**src/include/bilin_params.svh**
```systemverilog
`ifndef BILIN_PARAMS_SVH
`define BILIN_PARAMS_SVH

// ------------------------------
// Memory geometry
// ------------------------------

// Linear address width of the input and output image memories
`define BILIN_AW 19

// Output pixels handled per group, one read and one write port each
`define BILIN_LANES 4

// ------------------------------
// Fixed-point constants
// ------------------------------

// 1.0 in Q0.8, needs the ninth bit
`define BILIN_ONE_Q08 9'd256

// Half an LSB of the Q8.16 sum, for round to nearest
`define BILIN_ROUND_Q016 32'h0000_8000

`endif

```
**src/logic/bilin_pkg.sv**
```systemverilog
`default_nettype none

`include "bilin_params.svh"

package bilin_pkg;

  // ------------------------------
  // Scalar formats
  // ------------------------------

  // Width, height or integer coordinate
  typedef logic [15:0] dim_t;
  // 8-bit grey pixel
  typedef logic [7:0] pix_t;
  // Q0.8 fraction
  typedef logic [7:0] frac_t;
  // Q1.8 weight, reaches 1.0
  typedef logic [8:0] weight_t;
  // Q8.8 scale and inverse scale
  typedef logic [15:0] scale_t;
  // Q16.8 source position
  typedef logic [23:0] fix_t;
  // Q8.16 product or sum
  typedef logic [31:0] acc_t;
  typedef logic [`BILIN_AW-1:0] addr_t;

  // ------------------------------
  // Bundles
  // ------------------------------

  // Per-lane coordinates after edge clamping
  typedef struct packed {
    dim_t  col;
    frac_t fx;
    addr_t addr;
    logic  in_range;
  } lane_coord_t;

  // Shared source row of the group
  typedef struct packed {
    dim_t  row;
    frac_t fy;
  } row_coord_t;

  typedef struct packed {
    logic  en;
    addr_t addr;
    pix_t  data;
  } wr_port_t;

  // Neighbour select {dx, dy}: 00, 10, 01, 11
  typedef logic [1:0] nbr_sel_t;

  // Controller states, one address and one data state per neighbour
  typedef enum logic [3:0] {
    S_IDLE,
    S_INIT,
    S_ROW_START,
    S_SETUP,
    S_A00,
    S_D00,
    S_A10,
    S_D10,
    S_A01,
    S_D01,
    S_A11,
    S_D11,
    S_MUL,
    S_WRITE,
    S_ADVANCE,
    S_DONE
  } ctrl_state_t;

endpackage

`default_nettype wire

```
**src/logic/bilin_scale_setup.sv**
```systemverilog
`default_nettype none

module bilin_scale_setup (
  input  wire logic              clk,
  input  wire logic              rst_n,
  input  wire logic              i_start,
  input  wire logic              i_idle,
  input  wire bilin_pkg::dim_t   i_in_w,
  input  wire bilin_pkg::dim_t   i_in_h,
  input  wire bilin_pkg::scale_t i_scale,
  output bilin_pkg::dim_t        o_out_w,
  output bilin_pkg::dim_t        o_out_h,
  output bilin_pkg::dim_t        o_groups,
  output bilin_pkg::scale_t      o_inv_step
);

  // Size times Q8.8 scale, integer part sits in 23:8
  logic [31:0]       mul_w;
  logic [31:0]       mul_h;
  // One extra bit so out_w + 3 cannot wrap
  logic [16:0]       groups_sum;
  bilin_pkg::scale_t inv_nxt;

  assign mul_w      = i_in_w * i_scale;
  assign mul_h      = i_in_h * i_scale;
  assign groups_sum = {1'b0, mul_w[23:8]} + 17'd3;

  // floor(65536 / scale), all ones when scale is zero
  always_comb begin
    if (i_scale == 16'd0) begin
      inv_nxt = 16'hffff;
    end else begin
      inv_nxt = bilin_pkg::scale_t'(32'd65536 / {16'd0, i_scale});
    end
  end

  // Job latched on the start edge, held until the next start
  always_ff @(posedge clk or negedge rst_n) begin
    if (!rst_n) begin
      o_out_w    <= '0;
      o_out_h    <= '0;
      o_groups   <= '0;
      o_inv_step <= '0;
    end else if (i_start && i_idle) begin
      o_out_w    <= mul_w[23:8];
      o_out_h    <= mul_h[23:8];
      // Ceil of out_w / 4
      o_groups   <= groups_sum[17-1:2];
      o_inv_step <= inv_nxt;
    end
  end

endmodule

`default_nettype wire

```
**config.mk**
```make
export PLATFORM = sky130hd
export DESIGN_NAME = bilin_scale_setup
export DESIGN_NICKNAME = d
export VERILOG_FILES = /design/src/logic/bilin_pkg.sv /design/src/logic/bilin_scale_setup.sv
export VERILOG_INCLUDE_DIRS = /design/src /design/src/include
export SDC_FILE = /design/constraint.sdc
export NUM_CORES = 2
export LEC_CHECK = 0
export BUFFER_PORTS_ARGS = -buffer_cell sky130_fd_sc_hd__buf_2
export CAP_MARGIN = 20
export CORE_ASPECT_RATIO = 1.4
export CORE_MARGIN = 5
export CORE_UTILIZATION = 25
export CTS_CLUSTER_DIAMETER = 40
export CTS_CLUSTER_SIZE = 25
export DETAILED_ROUTE_END_ITERATION = 8
export GPL_ROUTABILITY_DRIVEN = 0
export HOLD_SLACK_MARGIN = 0.03
export PLACE_DENSITY = 0.47
export SLEW_MARGIN = 20
export SYNTH_ARGS = -nofsm -noshare
export SYNTH_HDL_FRONTEND = slang
export SYNTH_SLANG_ARGS = --single-unit
```
**constraint.sdc**
```tcl
create_clock -name clk -period 2.2 [get_ports clk]
set_input_delay 0.11 -clock clk [delete_from_list [all_inputs] [get_ports clk]]
set_output_delay 0.11 -clock clk [all_outputs]
set_load 0.005 [all_outputs]
```
# After elaboration in Yosys (flattened, before gate mapping)
# Index checks and enable logic that the tools add are counted.
totals:
  reg_bits: 63
  inputBits: 52
  output_inout_bits: 64
  elab_cells: 11
op_classes:
  addsub: 1
  mul: 2
  div: 1
  mux: 1
  reduce_logical: 2
op_table:
  columns: ["operator", "count"]
  rows:
  - ["$mul 16x16->24", 2]
  - ["$div 17x16->32 const A", 1]
  - ["$add 16x2->17 const B", 1]
  - ["$logic_not 16->1", 1]
  - ["$mux 16", 1]
  - ["$logic_and 1x1->1", 1]

# Logic depth before layout (Yosys ltp)
depth:
  depth_word: 2
  mapped_depth: 473
  ltp_nobuf: 437

# Least setup slack after synthesis
# Ideal clock, no wire load.
synth_timing:
  path_kind: "input-to-reg"
  start: "input i_scale[0]"
  end: "register o_inv_step[0]"
  setup_ps: 131
  arrival_time_ps: 82066
  required_time_ps: 2069
  path_slack_ps: -79998
  path_stages: 451
  n_path_buf: 51
  path_cell_list: "buf_4 buf_4 inv_2 clkbuf_1 clkbuf_1 buf_1 ha_1 buf_2 nor3b_1 and3_1 ha_1 a21oi_1 nor3b_1 nor2_1 nor2_1 ha_1 o211ai_1 and2_1 [... 415 more ...] nand2b_1 nor2_1 a31oi_1 nor4_1 nor3b_4 nand2_1 clkbuf_1 nor2_1 a21oi_1 ha_1 a21o_1 a21o_1 a21oi_1 nor3_1 nor4_1 o2111ai_1 o41a_1 or3_1"
synth_between:
  elab_chain_len: 2
  elab_cells_between_ends: 3
  classes_between: "1 x div; 1 x mux; 1 x reduce/logical"
synth_lines:
  columns: ["element", "line_no", "rtl"]
  rows:
  - ["start: declaration", "bilin_scale_setup.sv:10", "input wire bilin_pkg::scale_t i_scale,"]
  - ["$div 17x16->32 or $logic_not 16->1 (tied branches)", "bilin_scale_setup.sv:33, bilin_scale_setup.sv:30", null]
  - ["$mux 16 (*)", "bilin_scale_setup.sv:30", "if (i_scale == 16'd0) begin"]
  - ["end signal: assignment", "bilin_scale_setup.sv:49", "o_inv_step <= inv_nxt;"]
  - ["end: declaration", "bilin_scale_setup.sv:14", "output bilin_pkg::scale_t o_inv_step"]
# Every way passes the cells marked *; elsewhere a longest branch is shown, timed or not.
# A chain may end at the register's enable or synchronous reset.

# Worst setup path in the final report
layout_timing:
  start: "input i_scale[4]"
  end: "register o_inv_step[0]"
# The elaborated chain is that of the path after synthesis.

==> key figures <==
Clocking
  – Clk buf depth: 2
  – Reg clk slew, reported paths: approximately 0.070 ns
  – Clk_lat worst skew: about 0.4 ns
  – H-tree depth: 3
  – CTS tree: built
  – Number of buffers created by CTS: 9
  – CTS Root Cell: clkbuf_16
  – CTS Sinks: 63

Logic synthesis
  – Post-synthesis compound-gate area fraction: a little under a quarter
  – Post-Syn Area: 0.04129 mm^2
  – Post-Synth Adder-Cell Area: between 30 and 40%
  – Mapped Avg Cell Area: 7.383 um^2
  – Multiplexer share of the synthesized area: 3.115%
  – Yosys Warn Count: 0
  – Most common cell in the netlist: nand2_1
  – Sequential area share after synthesis: 3.818%
  – Top cells by area, synth: fa_1, ha_1, nand2_1, inv_1, xnor2_1
  – Synth area leader: fa_1
  – Netlist cell types: 136
  – EDFF count, synth: 0
  – Xor/xnor share of the synthesized area: under 10%
  – Asr flop ratio synth: 100.0%
  – Largest family of logic cells by synthesized area: adder cells
  – Synthesized flop and latch total: 63
  – Top-area cell type share of the netlist area: between 10% and 20%
  – Cells after synthesis: around 5.6k
  – Synth Net Count: roughly 6.5k
  – Commonest cells in the synthesized netlist: nand2_1, inv_1, ha_1
  – Primary FF master, synth: dfrtp_1
  – Simple-Gate Fraction of Synth Area: 24.22%

STA
  – Final worst slack: -67.38 ns
  – Hold Vio Cnt, Final: 0
  – Clk_skew: 0 ns
  – Endpoints failing setup: 63
  – Post-route clock period utilization: 3163%
  – RSZ-0062 raised after global routing: true
  – Fmax: 14.37 MHz
  – Worst-margin pin slew: 0.9019 ns
  – Relative slew slack: 39.87%
  – Min Tclk post-route: 69.58 ns
  – Slew Limit Fails: 0

Worst setup path
  – R2R Path End: o_inv_step[0]
  – Reg2reg path depth: 5
  – CP max stage cell: a211oi_4
  – CP required: about 2.5 ns
  – WP buf/inv: 162
  – Crit-path max FO: 15
  – Worst path arrival time: about 70 ns
  – Crit start category: input port
  – CP startpoint: i_scale[4]
  – Setup crit end kind: register
  – Worst Setup Path Type: in2reg
  – Flop-to-flop setup slack: 0.97 ns
  – Biggest cell delay along the critical path: 0.46 ns
  – Crit path to: o_inv_step[0]
  – Crit. path cell count: ~460
  – Reg-to-reg startpoint: o_inv_step[0]
  – CP dominant cell by count: buf_4
  – CP top delay family: compound AO/OA/AOI/OAI gates

Routing
  – First-iteration detailed-routing DRC count: about 2.5k
  – Total detailed-routing wirelength: 186900 um
  – Vias: 51.09k
  – Drt wl/cell: 18.27 um
  – Vias per std cell: 4.993
  – DRC: 0
  – Post-DRT Antenna Nets: 0
  – Pre-antenna DRT Iters: 5

Global route
  – GRT Overall Usage: 20.43%
  – Antenna violations before repair: 13
  – First-pass GRT wire length: 285200 um
  – Vias in the first global route: roughly 53k
  – Largest net degree at the start of global routing: 63
  – Remaining Overflow, GRT: 0

Final layout
  – Layout cells sized above 1: around 43%
  – Final net count: approximately 9.0k
  – Area growth, synth to finish: 65.29%
  – Final core utilization: roughly two fifths
  – Fillers: 16.51k

Floorplanning
  – Standard-cell rows: 176
  – Die Height: 490.8 um
  – Io pins: approximately 120
  – Die area: 0.1735 mm^2
  – Die span in x: ~350 um
  – Core area: 0.1643 mm^2
  – Initial Utilization: between 20% and 30%

Placement
  – I/O Buffers: 114
  – Dpl hpwl: 138200 um
  – Setup WS pre-CTS: -69.54 ns

Status
  – Failing checks: negative setup slack
  – Status: finished with violations

Min path
  – Worst Hold Class: in2async

Flow run
  – Max Cap Viol: 0
## kinds of logic (layout without fill, tap and decap cells)
group / count (synthesis) / in the layout
simple gates: 2038 / 2041
compound gates: 1456 / 1457
fa+ha+maj: 825 / 825
buf+inv: 775 / 3269
xor+xnor: 316 / 316
mux: 118 / 118
flops: 63 / 63
other cells: 1 / 7
## registers in the layout (all words and copies together) (netlist names)
register and cells:
o_inv_step 16, o_out_h 16, o_out_w 16, o_groups 15
## metal layers
metal / vias up / global-route usage (%) / routed length, um
met5: - / 0 / 26
met4: 4 / 9.303 / 9876
met3: 511 / 2.071 / 6844
met2: 1284 / 39.07 / 97410
met1: 24748 / 22.58 / 72790
li1: 24538 / - / -
## cell usage in the layout, fill, tap and decap left out, types with 98 or more instances in the layout
| cell | netlist | layout |
|---|---|---|
| a21oi_1 | 344 | 245 |
| inv_1 | 557 | 545 |
| and2_1 | 224 | 193 |
| fa_1 | 334 | 334 |
| xnor2_1 | 211 | 200 |
| ha_1 | 491 | 418 |
| nor2_1 | 397 | 342 |
| nand3_1 | 129 | 114 |
| nand2_1 | 719 | 680 |
| a21o_1 | 179 | 177 |
| nand2b_1 | 111 | 106 |
| o21ai_0 | 302 | 194 |
| buf_2 | 18 | 109 |
| nor3_1 | 114 | 98 |
| xor2_1 | 104 | 102 |
| buf_4 | 8 | 2454 |
## worst register-to-register path, delay by kind of cell (launching register included)
kind                   cells  cell delay, ns
muxes                      1            0.06
and+or+nand+nor            3            0.57
DFF                        1            0.38
buffers and inverters      1            0.09
## stage by stage
| step | setup TNS (ns) | instance area [um^2] | hold WS [ns] | std cells |
|---|---|---|---|---|
| after global routing | -907.75 | 68240 | 0.1645 | 10228 |
| after global placement | -921.76 | 58940 | 0.04250 | 9498 |
| after floorplan | -858.89 | 43040 | -0.1856 | 5592 |
| after detailed placement | -933.48 | 58940 | 0.04446 | 9498 |
| after CTS | -836.14 | 65610 | 0.1162 | 10082 |
| final | -853.66 | 68250 | 0.1377 | 10232 |
## what timing repair did
item,in CTS,in global routing
hold buffers,1,0
endpoints found under the hold margin,63,0
setup buffers,561,149
gates resized for setup,429,317
gates cloned,8,1
endpoints found under the setup margin,63,63
pin swaps,322,226
## how the worst min path moves through the flow
stage	start	endpoint	slack, ns	depth (start not counted)
2_1_floorplan	rst_n	o_groups[0]	-0.19	0
3_3_place_gp	rst_n	o_out_h[11]	0.04	1
3_5_place_dp	rst_n	o_out_h[10]	0.04	1
4_1_cts	rst_n	o_out_h[10]	0.12	2
5_1_grt	rst_n	o_out_h[12]	0.16	2
6_report	rst_n	o_out_h[10]	0.14	2
## cell type report
class | count | area [um^2] | area share [%]
multi-input cells | 4758 | 40800 | 59.78
repair buffers | 2692 | 20720 | 30.37
well taps | 2136 | 2673 | 3.916
inverters | 561 | 2113 | 3.097
flip-flops and latches | 63 | 1577 | 2.310
clock buffers | 9 | 225.2 | 0.3300
clock inverters | 7 | 120.1 | 0.1760
diodes | 6 | 15.01 | 0.02200
Power is not shown: default switching activity piles up to over one toggle a cycle in this logic, so the estimate is an artifact.
