==> src/include/bilin_params.svh <==
`ifndef BILIN_PARAMS_SVH
`define BILIN_PARAMS_SVH

// ------------------------------
// Memory geometry
// ------------------------------

// Linear address width of the input and output image memories
`define BILIN_AW 19

// Output pixels handled per group, one read and one write port each
`define BILIN_LANES 4

// ------------------------------
// Fixed-point constants
// ------------------------------

// 1.0 in Q0.8, needs the ninth bit
`define BILIN_ONE_Q08 9'd256

// Half an LSB of the Q8.16 sum, for round to nearest
`define BILIN_ROUND_Q016 32'h0000_8000

`endif

==> src/logic/bilin_pkg.sv <==
`default_nettype none

`include "bilin_params.svh"

package bilin_pkg;

  // ------------------------------
  // Scalar formats
  // ------------------------------

  // Width, height or integer coordinate
  typedef logic [15:0] dim_t;
  // 8-bit grey pixel
  typedef logic [7:0] pix_t;
  // Q0.8 fraction
  typedef logic [7:0] frac_t;
  // Q1.8 weight, reaches 1.0
  typedef logic [8:0] weight_t;
  // Q8.8 scale and inverse scale
  typedef logic [15:0] scale_t;
  // Q16.8 source position
  typedef logic [23:0] fix_t;
  // Q8.16 product or sum
  typedef logic [31:0] acc_t;
  typedef logic [`BILIN_AW-1:0] addr_t;

  // ------------------------------
  // Bundles
  // ------------------------------

  // Per-lane coordinates after edge clamping
  typedef struct packed {
    dim_t  col;
    frac_t fx;
    addr_t addr;
    logic  in_range;
  } lane_coord_t;

  // Shared source row of the group
  typedef struct packed {
    dim_t  row;
    frac_t fy;
  } row_coord_t;

  typedef struct packed {
    logic  en;
    addr_t addr;
    pix_t  data;
  } wr_port_t;

  // Neighbour select {dx, dy}: 00, 10, 01, 11
  typedef logic [1:0] nbr_sel_t;

  // Controller states, one address and one data state per neighbour
  typedef enum logic [3:0] {
    S_IDLE,
    S_INIT,
    S_ROW_START,
    S_SETUP,
    S_A00,
    S_D00,
    S_A10,
    S_D10,
    S_A01,
    S_D01,
    S_A11,
    S_D11,
    S_MUL,
    S_WRITE,
    S_ADVANCE,
    S_DONE
  } ctrl_state_t;

endpackage

`default_nettype wire

==> src/logic/bilin_lane_interp.sv <==
`default_nettype none

`include "bilin_params.svh"

module bilin_lane_interp (
  input  wire logic                clk,
  input  wire logic                rst_n,
  input  wire logic                i_capture,
  input  wire bilin_pkg::nbr_sel_t i_nbr,
  input  wire bilin_pkg::pix_t     i_rd_data,
  input  wire logic                i_multiply,
  input  wire bilin_pkg::frac_t    i_fx,
  input  wire bilin_pkg::frac_t    i_fy,
  output bilin_pkg::pix_t          o_pix
);

  // Neighbour pixels, suffix is {dx, dy}
  bilin_pkg::pix_t n00;
  bilin_pkg::pix_t n10;
  bilin_pkg::pix_t n01;
  bilin_pkg::pix_t n11;

  bilin_pkg::weight_t wx0;
  bilin_pkg::weight_t wx1;
  bilin_pkg::weight_t wy0;
  bilin_pkg::weight_t wy1;

  // Q0.16 corner weights, 1.0 needs bit 16
  logic [17:0] w00;
  logic [17:0] w10;
  logic [17:0] w01;
  logic [17:0] w11;

  bilin_pkg::acc_t p00;
  bilin_pkg::acc_t p10;
  bilin_pkg::acc_t p01;
  bilin_pkg::acc_t p11;
  bilin_pkg::acc_t sum;
  bilin_pkg::acc_t sum_rnd;

  // One neighbour per data cycle
  always_ff @(posedge clk) begin
    if (i_capture) begin
      case (i_nbr)
        2'b00:   n00 <= i_rd_data;
        2'b10:   n10 <= i_rd_data;
        2'b01:   n01 <= i_rd_data;
        default: n11 <= i_rd_data;
      endcase
    end
  end

  // Weights from the two fractions
  assign wx1 = {1'b0, i_fx};
  assign wx0 = `BILIN_ONE_Q08 - wx1;
  assign wy1 = {1'b0, i_fy};
  assign wy0 = `BILIN_ONE_Q08 - wy1;

  assign w00 = wx0 * wy0;
  assign w10 = wx1 * wy0;
  assign w01 = wx0 * wy1;
  assign w11 = wx1 * wy1;

  // Products registered to split the multiply from the adder tree
  always_ff @(posedge clk or negedge rst_n) begin
    if (!rst_n) begin
      p00 <= '0;
      p10 <= '0;
      p01 <= '0;
      p11 <= '0;
    end else if (i_multiply) begin
      p00 <= w00 * n00;
      p10 <= w10 * n10;
      p01 <= w01 * n01;
      p11 <= w11 * n11;
    end
  end

  // Q8.16 sum, rounded to the nearest integer
  assign sum     = p00 + p10 + p01 + p11;
  assign sum_rnd = sum + `BILIN_ROUND_Q016;
  assign o_pix   = sum_rnd[23:16];

endmodule

`default_nettype wire

==> config.mk <==
export PLATFORM = sky130hd
export DESIGN_NAME = bilin_lane_interp
export DESIGN_NICKNAME = d
export VERILOG_FILES = /design/src/logic/bilin_pkg.sv /design/src/logic/bilin_lane_interp.sv
export VERILOG_INCLUDE_DIRS = /design/src /design/src/include
export SDC_FILE = /design/constraint.sdc
export NUM_CORES = 2
export LEC_CHECK = 0
export BUFFER_PORTS_ARGS = -buffer_cell sky130_fd_sc_hd__buf_2
export CAP_MARGIN = 25
export CORE_ASPECT_RATIO = 0.5
export CORE_UTILIZATION = 35
export DETAILED_ROUTE_END_ITERATION = 10
export HOLD_SLACK_MARGIN = 0.05
export PLACE_DENSITY = 0.58
export SYNTH_ARGS = -nofsm -noshare
export SYNTH_HDL_FRONTEND = slang
export SYNTH_SLANG_ARGS = --single-unit
==> constraint.sdc <==
create_clock -name clk -period 8.82 [get_ports clk]
set_clock_uncertainty 0.15 [all_clocks]
set_input_delay 0.882 -clock clk [delete_from_list [all_inputs] [get_ports clk]]
set_output_delay 0.882 -clock clk [all_outputs]
set_load 0.05 [all_outputs]
== Yosys cells after proc, flatten, opt, wreduce, memory -nomap -nowiden ==
Index checks and enable logic that the tools add are counted.
Word-level totals
  flip-flop bits (word level): 128
  input bits: 30
  logic and storage cells: 31
Cells by class
  add/subtract/negate cells: 6
  multiply operators: 8
  equal/unequal tests: 2
  bitwise operators: 1
  reductions and logical operators: 6
Operators with widths (number)
  24-bit adder: 3
  17-bit by 8-bit multiplier with 24-bit output: 2
  24-bit by 16-bit adder with 24-bit output (second input constant): 1
  16-bit by 8-bit multiplier with 24-bit output: 1
  18-bit by 8-bit multiplier with 24-bit output: 1
  9-bit by 9-bit multiplier with 18-bit output: 1
  9-bit by 8-bit subtractor with 9-bit output (first input constant): 2
  8-bit by 9-bit multiplier with 17-bit output: 1
  9-bit by 8-bit multiplier with 17-bit output: 1
  8-bit by 8-bit multiplier with 16-bit output: 1
  2-bit AND reduction: 4
  3-bit OR reduction: 1
  2-bit by 1-bit == test with 1-bit output (second input constant): 1
  2-bit == test (second input constant): 1
  2-bit logical NOT: 1
  1-bit NOT: 1

== Logic depth before layout (Yosys ltp) ==
  depth after elaboration: 4
  gate-level depth with buffers: 40

== Worst setup path before layout ==
OpenSTA, ideal clock, no wires.
  path kind: in2reg
  start: in i_fy[0]
  end: reg p10[23]
  data arrival time: 9746 ps
  required time: 8580 ps
  setup slack: -1166 ps
  cell stages on the path: 40
  path buffers: 3
  cells stage by stage: clkbuf_1 -> inv_1 -> ha_1 -> nand2_1 -> or3_1 -> clkbuf_1 -> xor2_1 -> clkbuf_1 -> and2_1 -> fa_1 -> fa_1 -> fa_1 -> inv_1 -> fa_1 -> inv_1 -> ha_1 -> nor3_1 -> o211ai_1 -> [... 4 more ...] -> nand2b_1 -> xor2_1 -> and2_1 -> fa_1 -> fa_1 -> fa_1 -> inv_1 -> fa_1 -> inv_1 -> ha_1 -> inv_1 -> o21bai_1 -> a21oi_1 -> nor2b_1 -> nor3_1 -> or3_1 -> and2_1 -> o221ai_1
On the way
  cells in the longest elaborated chain, start to end: 3
Ends and longest elaborated chain
  start, declared: line bilin_lane_interp.sv:13  | input wire bilin_pkg::frac_t i_fy,
  9-bit by 8-bit subtractor with 9-bit output (no line)
  8-bit by 9-bit multiplier with 17-bit output: line bilin_lane_interp.sv:60  | assign w10 = wx1 * wy0;
  17-bit by 8-bit multiplier with 24-bit output: line bilin_lane_interp.sv:73  | p10 <= w10 * n10;
  end signal, assigned: line bilin_lane_interp.sv:73
  end, declared: line bilin_lane_interp.sv:35  | bilin_pkg::acc_t p10;
No other way between the ends.
A chain may end at the register's enable or synchronous reset.

== Worst setup path in the final report ==
  start: in i_fy[2]
  end: reg p00[20]
On the way
  cells in the longest elaborated chain, start to end: 3
Ends and longest elaborated chain
  9-bit by 8-bit subtractor with 9-bit output (no line)
  9-bit by 9-bit multiplier with 18-bit output: line bilin_lane_interp.sv:59  | assign w00 = wx0 * wy0;
  18-bit by 8-bit multiplier with 24-bit output: line bilin_lane_interp.sv:72  | p00 <= w00 * n00;
  end signal, assigned: line bilin_lane_interp.sv:72
  end, declared: line bilin_lane_interp.sv:34  | bilin_pkg::acc_t p00;
No other way between the ends.

==> run metrics <==
worst setup margin -431 ps; crit-path max FO 4; Slew Viols, Final 0; root buffer cell clkbuf_16; Synth Instances between 3,000 and 4,000; Die H between 200 and 250 um; Arr. time, crit path roughly 9400 ps; wl on met1 between 40,000 and 50,000 um; crit path kind in -> reg; Post-synth EDFFs 32; Ys Warns 0; critical path launch point i_fy[2]; Post-Route WL 90,200 um; htree depth 4; #FFs+latches synth roughly 130; remaining antenna violation count 0; failing checks negative setup slack; TritonCTS Sinks 128; Bufs on Longest Clock Path 2; DP Cell Count just over 5,000; max_slew headroom between 30% and 40%; max cap viols 0; HPWL Detailed roughly 75,000 um; CTS tree done; vias in the first global route between 20,000 and 30,000; Area Overhead vs Synth 26.1%; DRC Markers 0; initial core utilization between 30% and 40%; core area between 80,000 and 90,000 um^2; Seq/Total Area, Yosys about a tenth; met2 routed WL 41,900 um; Fin. Hold Viols 0; Final min period 9250 ps; overflow left after global routing 0; Crit path largest cell delay around 570 ps; fraction of layout cells with a size suffix above 1 about a quarter; Most common cell on crit path fa_1; Cell Area, Synth between 30,000 and 40,000 um^2; Post-Layout Cell Count 5,170; Setup Viol. Count Final 26; status complete, but fails checks; via count 25,100; largest net degree at the start of global routing 56; first-pass GRT wire length 144,000 um; metal3 WL between 5000 and 6000 um; Nets 4,931; FP Rows between 70 and 80; minimum hold slack ~290 ps; Mapped Nets roughly 4,400; drt pass-1 iters 5; Reg clk slew, reported paths about 60 ps; Skew-Pair Late Insertion Delay 440 ps; PortBufs 37; Die Area roughly 93,000 um^2; Worst Path Required 8980 ps; Worst Hold Class in -> async; hold_buf cts 0; Syn Area/Cell 9.30 um^2; Tightest Pin Transition 971 ps; Max Fclk 0.108 GHz; routed vias/inst 4.86; Die X roughly 430 um; Final GP Congestion approximately 0.90; post-synth cell types between 70 and 80; RSZ-0062 raised after global routing true; gr usage total between 10% and 20%; final cycle utilization of the critical path 105%; Starting DRT DRC Count between 1,000 and 1,500; total CTS buffers 17; Max Used Layer met5; Layout fillers 8,437; Synth Flop Type dfrtp_1; Routed WL per cell about 17 um; reg-to-reg startpoint n10[3]; Crit. End Element flop; FFs w/ async S/R, synth roughly three quarters; dpl ws -1170 ps; initial antenna violation count 14; CP max-delay cell fa_1; startpoint types primary input; I/O pin count 38
[flip-flops by register name, indices dropped and copies added (netlist names)]
signal and count:
p00 24, p11 24, p01 24, n01 8, n11 8, n00 8
n10 8, p10 24
[Yosys cell counts (all sizes together), types with 10 or more instances]
cell | number | area share, %
a21o | 47 | 1.1
o31ai | 10 | 0.25
o211ai | 11 | 0.29
ha | 360 | 14
nand3 | 24 | 0.38
xor2 | 42 | 1.1
inv | 658 | 7.7
nor2b | 22 | 0.45
edfxtp | 32 | 3.0
and3 | 33 | 0.64
o21ai | 62 | 0.97
a211oi | 15 | 0.37
o21bai | 20 | 0.47
fa | 572 | 36
dfrtp | 96 | 7.5
or3 | 13 | 0.25
nor4 | 10 | 0.20
and2 | 413 | 8.1
clkbuf | 107 | 1.3
nor2 | 70 | 0.82
nand2 | 380 | 4.5
o21a | 26 | 0.61
xnor2 | 95 | 2.6
nor3 | 33 | 0.52
mux2 | 62 | 2.2
mux2i | 19 | 0.59
nand2b | 38 | 0.74
a21oi | 83 | 1.3
[cells in the final DEF (no fill, tap or decap), drive strengths merged, types with 26 or more instances in the layout]
master  instances
xor2           42
and2          413
nand2         380
ha            360
a21oi          83
mux2           62
buf           617
edfxtp         32
xnor2          95
dfrtp          96
a21o           47
nand2b         38
inv           660
nor3           33
and3           33
fa            572
o21a           26
o21ai          62
nor2           70
[per-stage QoR]
stage | area (um^2) | util (%) | setup TNS, ps
after CTS | 39700 | 44.3 | -5040
after global placement | 37900 | 42.4 | -34200
after detailed placement | 37900 | 42.4 | -39350
after floorplan | 32800 | - | -4610
final | 40400 | 45.1 | -5840
after global routing | 40400 | 45.1 | -17230
[layout make-up]
cell class / instances / area, um^2 / share of cell area, %
multi-input combinational: 2546 / 27500 / 68.2
clock inverter: 10 / 104 / 0.257
antenna: 3 / 7.51 / 0.0186
timing repair buffer: 617 / 4910 / 12.2
tap: 1185 / 1480 / 3.67
inverter: 659 / 2500 / 6.18
clock buffer: 22 / 474 / 1.17
sequential: 128 / 3360 / 8.33
[cells by family after synthesis]
kind of cell	share of synthesized area [%]
flops	10.5
fa+ha+maj	49.8
simple gates	17.2
mux	2.77
xor+xnor	3.82
buf+inv	9.02
compound gates	6.90
[final timing paths]
kind / end / slack, ps / cells after the start
hold reg to reg: p01[21] / 360 / 1
max in group asynchronous: p00[23] / 7060 / 2
hold / removal: p01[6] / 290 / 1
min in group clk: p01[21] / 360 / 1
setup reg to reg: p10[16] / 3190 / 19
setup / recovery: p00[20] / -430 / 37
[routing by layer]
| layer | GRT usage (%) | up-vias |
|---|---|---|
| li1 | - | 11800 |
| met1 | 26.7 | 12700 |
| met2 | 32.6 | 515 |
| met3 | 4.12 | 91 |
| met4 | 4.19 | 10 |
| met5 | 0 | - |
[what timing repair did]
action / in CTS / in global routing
gates resized for setup: 161 / 127
setup buffers: 44 / 23
pin swaps: 104 / 74
endpoints found under the setup margin: 43 / 42
[critical path: cells and delay by family]
| kind | cells | cell delay [ps] |
|---|---|---|
| AOI/OAI and AO/OA | 6 | 1250 |
| xor gates and xnor gates | 3 | 500 |
| adders and majority gates | 10 | 4420 |
| buffers and inverters | 10 | 730 |
| muxes | 1 | 250 |
| and+or+nand+nor | 7 | 1380 |
Power is left out: the tool's default activity adds up to more than one toggle a clock period on the data nets, which glitch-free logic cannot reach.
