**src/include/bilin_params.svh**
```systemverilog
`ifndef BILIN_PARAMS_SVH
`define BILIN_PARAMS_SVH

// ------------------------------
// Memory geometry
// ------------------------------

// Linear address width of the input and output image memories
`define BILIN_AW 19

// Output pixels handled per group, one read and one write port each
`define BILIN_LANES 4

// ------------------------------
// Fixed-point constants
// ------------------------------

// 1.0 in Q0.8, needs the ninth bit
`define BILIN_ONE_Q08 9'd256

// Half an LSB of the Q8.16 sum, for round to nearest
`define BILIN_ROUND_Q016 32'h0000_8000

`endif

```
**src/logic/bilin_pkg.sv**
```systemverilog
`default_nettype none

`include "bilin_params.svh"

package bilin_pkg;

  // ------------------------------
  // Scalar formats
  // ------------------------------

  // Width, height or integer coordinate
  typedef logic [15:0] dim_t;
  // 8-bit grey pixel
  typedef logic [7:0] pix_t;
  // Q0.8 fraction
  typedef logic [7:0] frac_t;
  // Q1.8 weight, reaches 1.0
  typedef logic [8:0] weight_t;
  // Q8.8 scale and inverse scale
  typedef logic [15:0] scale_t;
  // Q16.8 source position
  typedef logic [23:0] fix_t;
  // Q8.16 product or sum
  typedef logic [31:0] acc_t;
  typedef logic [`BILIN_AW-1:0] addr_t;

  // ------------------------------
  // Bundles
  // ------------------------------

  // Per-lane coordinates after edge clamping
  typedef struct packed {
    dim_t  col;
    frac_t fx;
    addr_t addr;
    logic  in_range;
  } lane_coord_t;

  // Shared source row of the group
  typedef struct packed {
    dim_t  row;
    frac_t fy;
  } row_coord_t;

  typedef struct packed {
    logic  en;
    addr_t addr;
    pix_t  data;
  } wr_port_t;

  // Neighbour select {dx, dy}: 00, 10, 01, 11
  typedef logic [1:0] nbr_sel_t;

  // Controller states, one address and one data state per neighbour
  typedef enum logic [3:0] {
    S_IDLE,
    S_INIT,
    S_ROW_START,
    S_SETUP,
    S_A00,
    S_D00,
    S_A10,
    S_D10,
    S_A01,
    S_D01,
    S_A11,
    S_D11,
    S_MUL,
    S_WRITE,
    S_ADVANCE,
    S_DONE
  } ctrl_state_t;

endpackage

`default_nettype wire

```
**src/logic/bilin_ctrl.sv**
```systemverilog
`default_nettype none

`include "bilin_params.svh"

module bilin_ctrl (
  input  wire logic                   clk,
  input  wire logic                   rst_n,
  input  wire logic                   i_start,
  input  wire bilin_pkg::dim_t        i_in_w,
  input  wire bilin_pkg::dim_t        i_out_w,
  input  wire bilin_pkg::lane_coord_t i_lane [`BILIN_LANES],
  input  wire bilin_pkg::row_coord_t  i_row,
  input  wire logic                   i_last_group,
  input  wire logic                   i_last_row,
  input  wire bilin_pkg::pix_t        i_pix [`BILIN_LANES],
  output logic                        o_idle,
  output logic                        o_busy,
  output logic                        o_done,
  output logic                        o_row_start,
  output logic                        o_group_setup,
  output logic                        o_advance,
  output logic                        o_capture,
  output logic                        o_multiply,
  output bilin_pkg::nbr_sel_t         o_nbr,
  output bilin_pkg::addr_t            o_rd_addr [`BILIN_LANES],
  output bilin_pkg::wr_port_t         o_wr [`BILIN_LANES]
);

  bilin_pkg::ctrl_state_t state;
  bilin_pkg::ctrl_state_t state_nxt;

  logic addr_cycle;
  logic wr_cycle;

  // Row-major linear address
  function automatic bilin_pkg::addr_t lin_addr(
    input bilin_pkg::dim_t x,
    input bilin_pkg::dim_t y,
    input bilin_pkg::dim_t w
  );
    logic [31:0] tmp;
    tmp = y * w + x;
    return tmp[`BILIN_AW-1:0];
  endfunction

  // ------------------------------
  // Next state
  // ------------------------------
  always_comb begin
    state_nxt = state;
    case (state)
      bilin_pkg::S_IDLE: begin
        if (i_start) begin
          state_nxt = bilin_pkg::S_INIT;
        end
      end
      // Job size is valid here, an empty row means nothing to write
      bilin_pkg::S_INIT: begin
        if (i_out_w == 16'd0) begin
          state_nxt = bilin_pkg::S_DONE;
        end else begin
          state_nxt = bilin_pkg::S_ROW_START;
        end
      end
      bilin_pkg::S_ROW_START: state_nxt = bilin_pkg::S_SETUP;
      bilin_pkg::S_SETUP:     state_nxt = bilin_pkg::S_A00;
      bilin_pkg::S_A00:       state_nxt = bilin_pkg::S_D00;
      bilin_pkg::S_D00:       state_nxt = bilin_pkg::S_A10;
      bilin_pkg::S_A10:       state_nxt = bilin_pkg::S_D10;
      bilin_pkg::S_D10:       state_nxt = bilin_pkg::S_A01;
      bilin_pkg::S_A01:       state_nxt = bilin_pkg::S_D01;
      bilin_pkg::S_D01:       state_nxt = bilin_pkg::S_A11;
      bilin_pkg::S_A11:       state_nxt = bilin_pkg::S_D11;
      bilin_pkg::S_D11:       state_nxt = bilin_pkg::S_MUL;
      bilin_pkg::S_MUL:       state_nxt = bilin_pkg::S_WRITE;
      bilin_pkg::S_WRITE:     state_nxt = bilin_pkg::S_ADVANCE;
      // Write strobes are out during this cycle
      bilin_pkg::S_ADVANCE: begin
        if (!i_last_group) begin
          state_nxt = bilin_pkg::S_SETUP;
        end else if (!i_last_row) begin
          state_nxt = bilin_pkg::S_ROW_START;
        end else begin
          state_nxt = bilin_pkg::S_DONE;
        end
      end
      default: state_nxt = bilin_pkg::S_IDLE;
    endcase
  end

  always_ff @(posedge clk or negedge rst_n) begin
    if (!rst_n) begin
      state <= bilin_pkg::S_IDLE;
    end else begin
      state <= state_nxt;
    end
  end

  // ------------------------------
  // Decoded strobes
  // ------------------------------
  assign o_idle        = state == bilin_pkg::S_IDLE;
  assign o_done        = state == bilin_pkg::S_DONE;
  assign o_busy        = !o_idle && !o_done;
  assign o_row_start   = state == bilin_pkg::S_ROW_START;
  assign o_group_setup = state == bilin_pkg::S_SETUP;
  assign o_multiply    = state == bilin_pkg::S_MUL;
  assign o_advance     = state == bilin_pkg::S_ADVANCE;
  assign wr_cycle      = state == bilin_pkg::S_WRITE;

  assign addr_cycle = state inside {bilin_pkg::S_A00, bilin_pkg::S_A10,
                                    bilin_pkg::S_A01, bilin_pkg::S_A11};
  assign o_capture  = state inside {bilin_pkg::S_D00, bilin_pkg::S_D10,
                                    bilin_pkg::S_D01, bilin_pkg::S_D11};

  // Same select in the address and the data cycle of a neighbour
  always_comb begin
    case (state)
      bilin_pkg::S_A10, bilin_pkg::S_D10: o_nbr = 2'b10;
      bilin_pkg::S_A01, bilin_pkg::S_D01: o_nbr = 2'b01;
      bilin_pkg::S_A11, bilin_pkg::S_D11: o_nbr = 2'b11;
      default:                            o_nbr = 2'b00;
    endcase
  end

  // Read address, data comes back in the following cycle
  always_ff @(posedge clk) begin
    if (addr_cycle) begin
      for (int i = 0; i < `BILIN_LANES; i++) begin
        o_rd_addr[i] <= lin_addr(i_lane[i].col + {15'd0, o_nbr[1]},
                                 i_row.row + {15'd0, o_nbr[0]}, i_in_w);
      end
    end
  end

  // ------------------------------
  // Write ports
  // ------------------------------
  always_ff @(posedge clk or negedge rst_n) begin
    if (!rst_n) begin
      for (int i = 0; i < `BILIN_LANES; i++) begin
        o_wr[i] <= '0;
      end
    end else begin
      for (int i = 0; i < `BILIN_LANES; i++) begin
        // Single-cycle strobe, only for columns inside the output row
        o_wr[i].en <= wr_cycle && i_lane[i].in_range;
        if (wr_cycle) begin
          o_wr[i].addr <= i_lane[i].addr;
          o_wr[i].data <= i_pix[i];
        end
      end
    end
  end

endmodule

`default_nettype wire

```
**config.mk**
```make
export PLATFORM = sky130hd
export DESIGN_NAME = bilin_ctrl
export DESIGN_NICKNAME = d
export VERILOG_FILES = /design/src/logic/bilin_pkg.sv /design/src/logic/bilin_ctrl.sv
export VERILOG_INCLUDE_DIRS = /design/src /design/src/include
export SDC_FILE = /design/constraint.sdc
export NUM_CORES = 1
export LEC_CHECK = 0
export BUFFER_PORTS_ARGS = -buffer_cell sky130_fd_sc_hd__clkbuf_2
export CORE_MARGIN = 8
export CORE_UTILIZATION = 25
export DETAILED_ROUTE_END_ITERATION = 6
export PLACE_DENSITY = 0.46
export SETUP_SLACK_MARGIN = 0.3
export SKIP_CTS_REPAIR_TIMING = 1
export SYNTH_ARGS = -nofsm -noshare
export SYNTH_HDL_FRONTEND = slang
export SYNTH_SLANG_ARGS = --single-unit
```
**constraint.sdc**
```tcl
create_clock -name clk -period 24.4 [get_ports clk]
set_input_delay 2.44 -clock clk [delete_from_list [all_inputs] [get_ports clk]]
set_output_delay 2.44 -clock clk [all_outputs]
set_load 0.005 [all_outputs]
```
### Word level (Yosys, flattened, before mapping)

Index checks and enable logic that the tools add are counted.

* bits in registers: 192
* word-level logic and storage cells: 63
* output and inout bits: 198
* input bits: 269

* add/subtract/negate cells: 9
* reduce and logical (&&, ||, !) cells: 14
* mux-type cells: 6
* multipliers: 1
* equality and inequality tests: 16

Operator list (count)
* $add 16x1->16: 5
* $add 19x16->19: 4
* $pmux 4 s15: 1
* $eq 4x4->1 const B: 8
* $mul 16x16->19: 1
* $eq 4x3->1 const B: 4
* $logic_not 16->1: 1
* $mux 4: 4
* $eq 4x2->1 const B: 2
* $reduce_bool 4->1: 2
* $pmux 2 s3: 1
* $reduce_or 2->1: 3
* $logic_and 1x1->1: 5
* $eq 4x1->1 const B: 1
* $logic_not 4->1: 1
* $logic_not 1->1: 2
* $ne 2x2->1 const B: 1

### Depth between registers and ports, before layout

* word-level depth: 6
* depth in mapped cells: 34
* mapped depth without buffers: 32

### Worst setup path before layout

Ideal clock, no wire load.

* kind: input-to-reg
* from: in i_row[8] (netlist bit)
* to: reg o_rd_addr[55] (netlist bit) (data pin)
* required time: 24128 ps
* setup time: 272 ps
* cell stages on the path: 28
* data arrival time: 9525 ps
* path slack: 14603 ps
* path through: ha_1 -> ha_1 -> and4_1 -> a21boi_1 -> or2_2 -> clkbuf_1 -> and2_1 -> fa_1 -> inv_1 -> fa_1 -> fa_1 -> inv_1 -> ha_1 -> fa_1 -> inv_1 -> fa_1 -> inv_1 -> ha_1 -> or4_4 -> or3_1 -> o32ai_2 -> o21bai_1 -> xor2_1 -> ha_1 -> a21o_1 -> a31oi_1 -> or4_1 -> o2111ai_1

* word-level cells in the longest chain between the ends: 3

RTL lines
* start: declaration: line bilin_ctrl.sv:12 `input wire bilin_pkg::row_coord_t i_row,`
* $add 16x1->16: line bilin_ctrl.sv:131 `i_row.row + {15'd0, o_nbr[0]}, i_in_w);`
* $mul 16x16->19: line bilin_ctrl.sv:42 `tmp = y * w + x;`
* $add 19x16->19: line bilin_ctrl.sv:42
* end signal: indexed assignment: line bilin_ctrl.sv:130 `o_rd_addr[i] <= lin_addr(i_lane[i].col + {15'd0, o_nbr[1]},`
* end: declaration: line bilin_ctrl.sv:25 `` output bilin_pkg::addr_t o_rd_addr [`BILIN_LANES], ``

No other way between the ends.
A chain may end at the register's enable or synchronous reset.

### Worst setup path in the final report

* from: in i_row[8] (netlist bit)
* to: reg o_rd_addr[56] (netlist bit) (data pin)

The elaborated chain is that of the path after synthesis.

==> results.json <==
{
  "drt_iter0_drc": 372,
  "synth_top_flop_cell": "dfrtp_1",
  "synth-seq-area-share": 0.317,
  "hpwl_microns": 43800,
  "wire_per_inst_microns": 18.5,
  "rows": 93,
  "tightest_slew_ns": 1.07,
  "setup_viol": 0,
  "crit_type": "primary input to register",
  "cts_tree": "built",
  "final_nets": 2507,
  "synth_nets": 2092,
  "cpPeakStageDelay_ns": 0.84,
  "seq_area_sq_um": 5180,
  "viasPerCell": 4.41,
  "final_cell_mix": "clkbuf_2 (425), inv_1 (198), nand2_1 (158), ha_1 (130), fa_1 (123)",
  "mostFrequentLayoutCell": "clkbuf_2",
  "synth_area_sq_um": 16300,
  "status": "completed",
  "clk_pin_slew_worst_paths_ns": 0.08,
  "synth_edf_count": 76,
  "setup_tns_ns": 0,
  "drc": 0,
  "grt_max_degree": 84,
  "start_util": 0.253,
  "n_fill_cell": 6745,
  "yosysTopAreaCellShare": 0.178,
  "clockRootBuffer": "clkbuf_16",
  "reg2reg_slack_ns": 14.65,
  "cts_buffer_depth": 2,
  "ios": 467,
  "multi_input_area_sq_um": 10300,
  "coreArea_sq_um": 64600,
  "gp_congestion": 0.831,
  "syn_area_per_cell_sq_um": 10.4,
  "port_buffers": 426,
  "cp-end-kind": "register",
  "ys_types": 59,
  "insertion_delay_ns": 0.49,
  "wl_microns": 52700,
  "period_share": 0.427,
  "dieArea_sq_um": 73800,
  "crit_required_ns": 24.63,
  "htreeDepth": 4,
  "hold_viol_final": 0,
  "die_x_microns": 272,
  "firstDrtPassIters": 4,
  "rsz0062_at_grt": "no",
  "skew_ns": 0.0158,
  "cts_sinks": 192,
  "cp_max_fo": 15,
  "grt-ovfl-total": 0,
  "max-cap-violations": 0,
  "area_delta_synth_final_pct": 23.2,
  "ys_ff_latch": 192,
  "worstPathArrival_ns": 10.64,
  "antenna_left": 0,
  "ys_top_cells_by_area": "dfrtp_1 (18%), fa_1 (15%), edfxtp_1 (14%)",
  "first_global_vias": 13500,
  "numCtsBuffers": 17,
  "antenna_found_initial": 6,
  "fin_crit_ns": 10.41,
  "track_usage": 0.142,
  "num_vias": 12600,
  "async_reset_ff_frac": 0.604,
  "max-slew-margin-rel": 0.281,
  "grt_pass1_wl_microns": 80500,
  "synth_top_area_cell": "dfrtp_1",
  "ys.warnings.count": 0,
  "holdCritPathClass": "register to register",
  "slowest_stage": "xnor2_2",
  "fmax_mhz": 96.0,
  "startpoint_type": "primary input",
  "cp_common_cell": "ha_1",
  "drive_gt1_frac": 0.299,
  "drv_slew": 0,
  "syn_inst": 1570,
  "die-height_microns": 272
}
per-stage QoR:
| step | utilization | std cells | instance area [sq um] | setup WS, ns | hold WS (ns) |
|---|---|---|---|---|---|
| finish | 0.312 | 2854 | 20100 | 13.99 | 0.509 |
| global route | 0.312 | 2853 | 20100 | 13.46 | 0.524 |
| CTS | 0.312 | 2853 | 20100 | 14.02 | 0.512 |
| detailed placement | 0.302 | 2821 | 19500 | 13.49 | 0.492 |
| global placement | 0.302 | 2821 | 19500 | 13.57 | 0.485 |
| floorplan | - | 1570 | 16300 | 14.60 | 0.504 |
path summary, 6_finish.rpt:
path                       startpoint             to  cells after the start
setup / recovery             i_row[8]  o_rd_addr[56]                     30
hold / removal               o_wr[79]       o_wr[79]                      1
setup reg to reg             state[3]  o_rd_addr[56]                     30
hold reg to reg              o_wr[79]       o_wr[79]                      1
max in group asynchronous       rst_n       o_wr[25]                      2
min in group asynchronous       rst_n        o_wr[6]                      1
critical path: cells and delay by family:
| family | cells | cell delay (ns) |
|---|---|---|
| fa+ha+maj | 10 | 3.54 |
| xor+xnor | 3 | 1.64 |
| compound gates | 3 | 1.35 |
| simple gates | 8 | 1.29 |
| buf+inv | 6 | 0.36 |
kinds of logic after synthesis:
group / count (synthesis) / synth area share
xor+xnor: 170 / 0.101
mux: 109 / 0.0750
compound gates: 169 / 0.0705
simple gates: 439 / 0.131
flops: 192 / 0.317
buf+inv: 238 / 0.0553
fa+ha+maj: 253 / 0.250
layer usage:
layer,GRT usage,share of wire,vias to the layer above,wire (microns)
li1,-,-,6065,-
met1,0.158,0.40,6087,21200
met2,0.255,0.51,363,26600
met3,0.0461,0.072,57,3780
met4,0.0419,0.020,8,1040
met5,0,0.00099,-,52
synthesized netlist by cell type (44+ instances only):
library cell and count:
a21oi_1 44, and2_1 80, dfrtp_1 116, edfxtp_1 76
fa_1 123, ha_1 130, inv_1 198, mux2_2 108
nand2_1 158, nor2_1 65, xnor2_1 99, xor2_1 59
area by class of cell:
class,count,area share
repair buffers,435,0.109
diodes,1,0.000124
multi-input cells,1140,0.511
clock inverters,15,0.0103
flip-flops and latches,192,0.257
well taps,855,0.0531
inverters,199,0.0371
clock buffers,17,0.0211
sequential cells by signal (all words and copies together) (netlist names):
name / flops
o_rd_addr: 76
state: 4
o_wr: 112
Power is not shown: default switching activity piles up to over one toggle a cycle in this logic, so the estimate is an artifact.
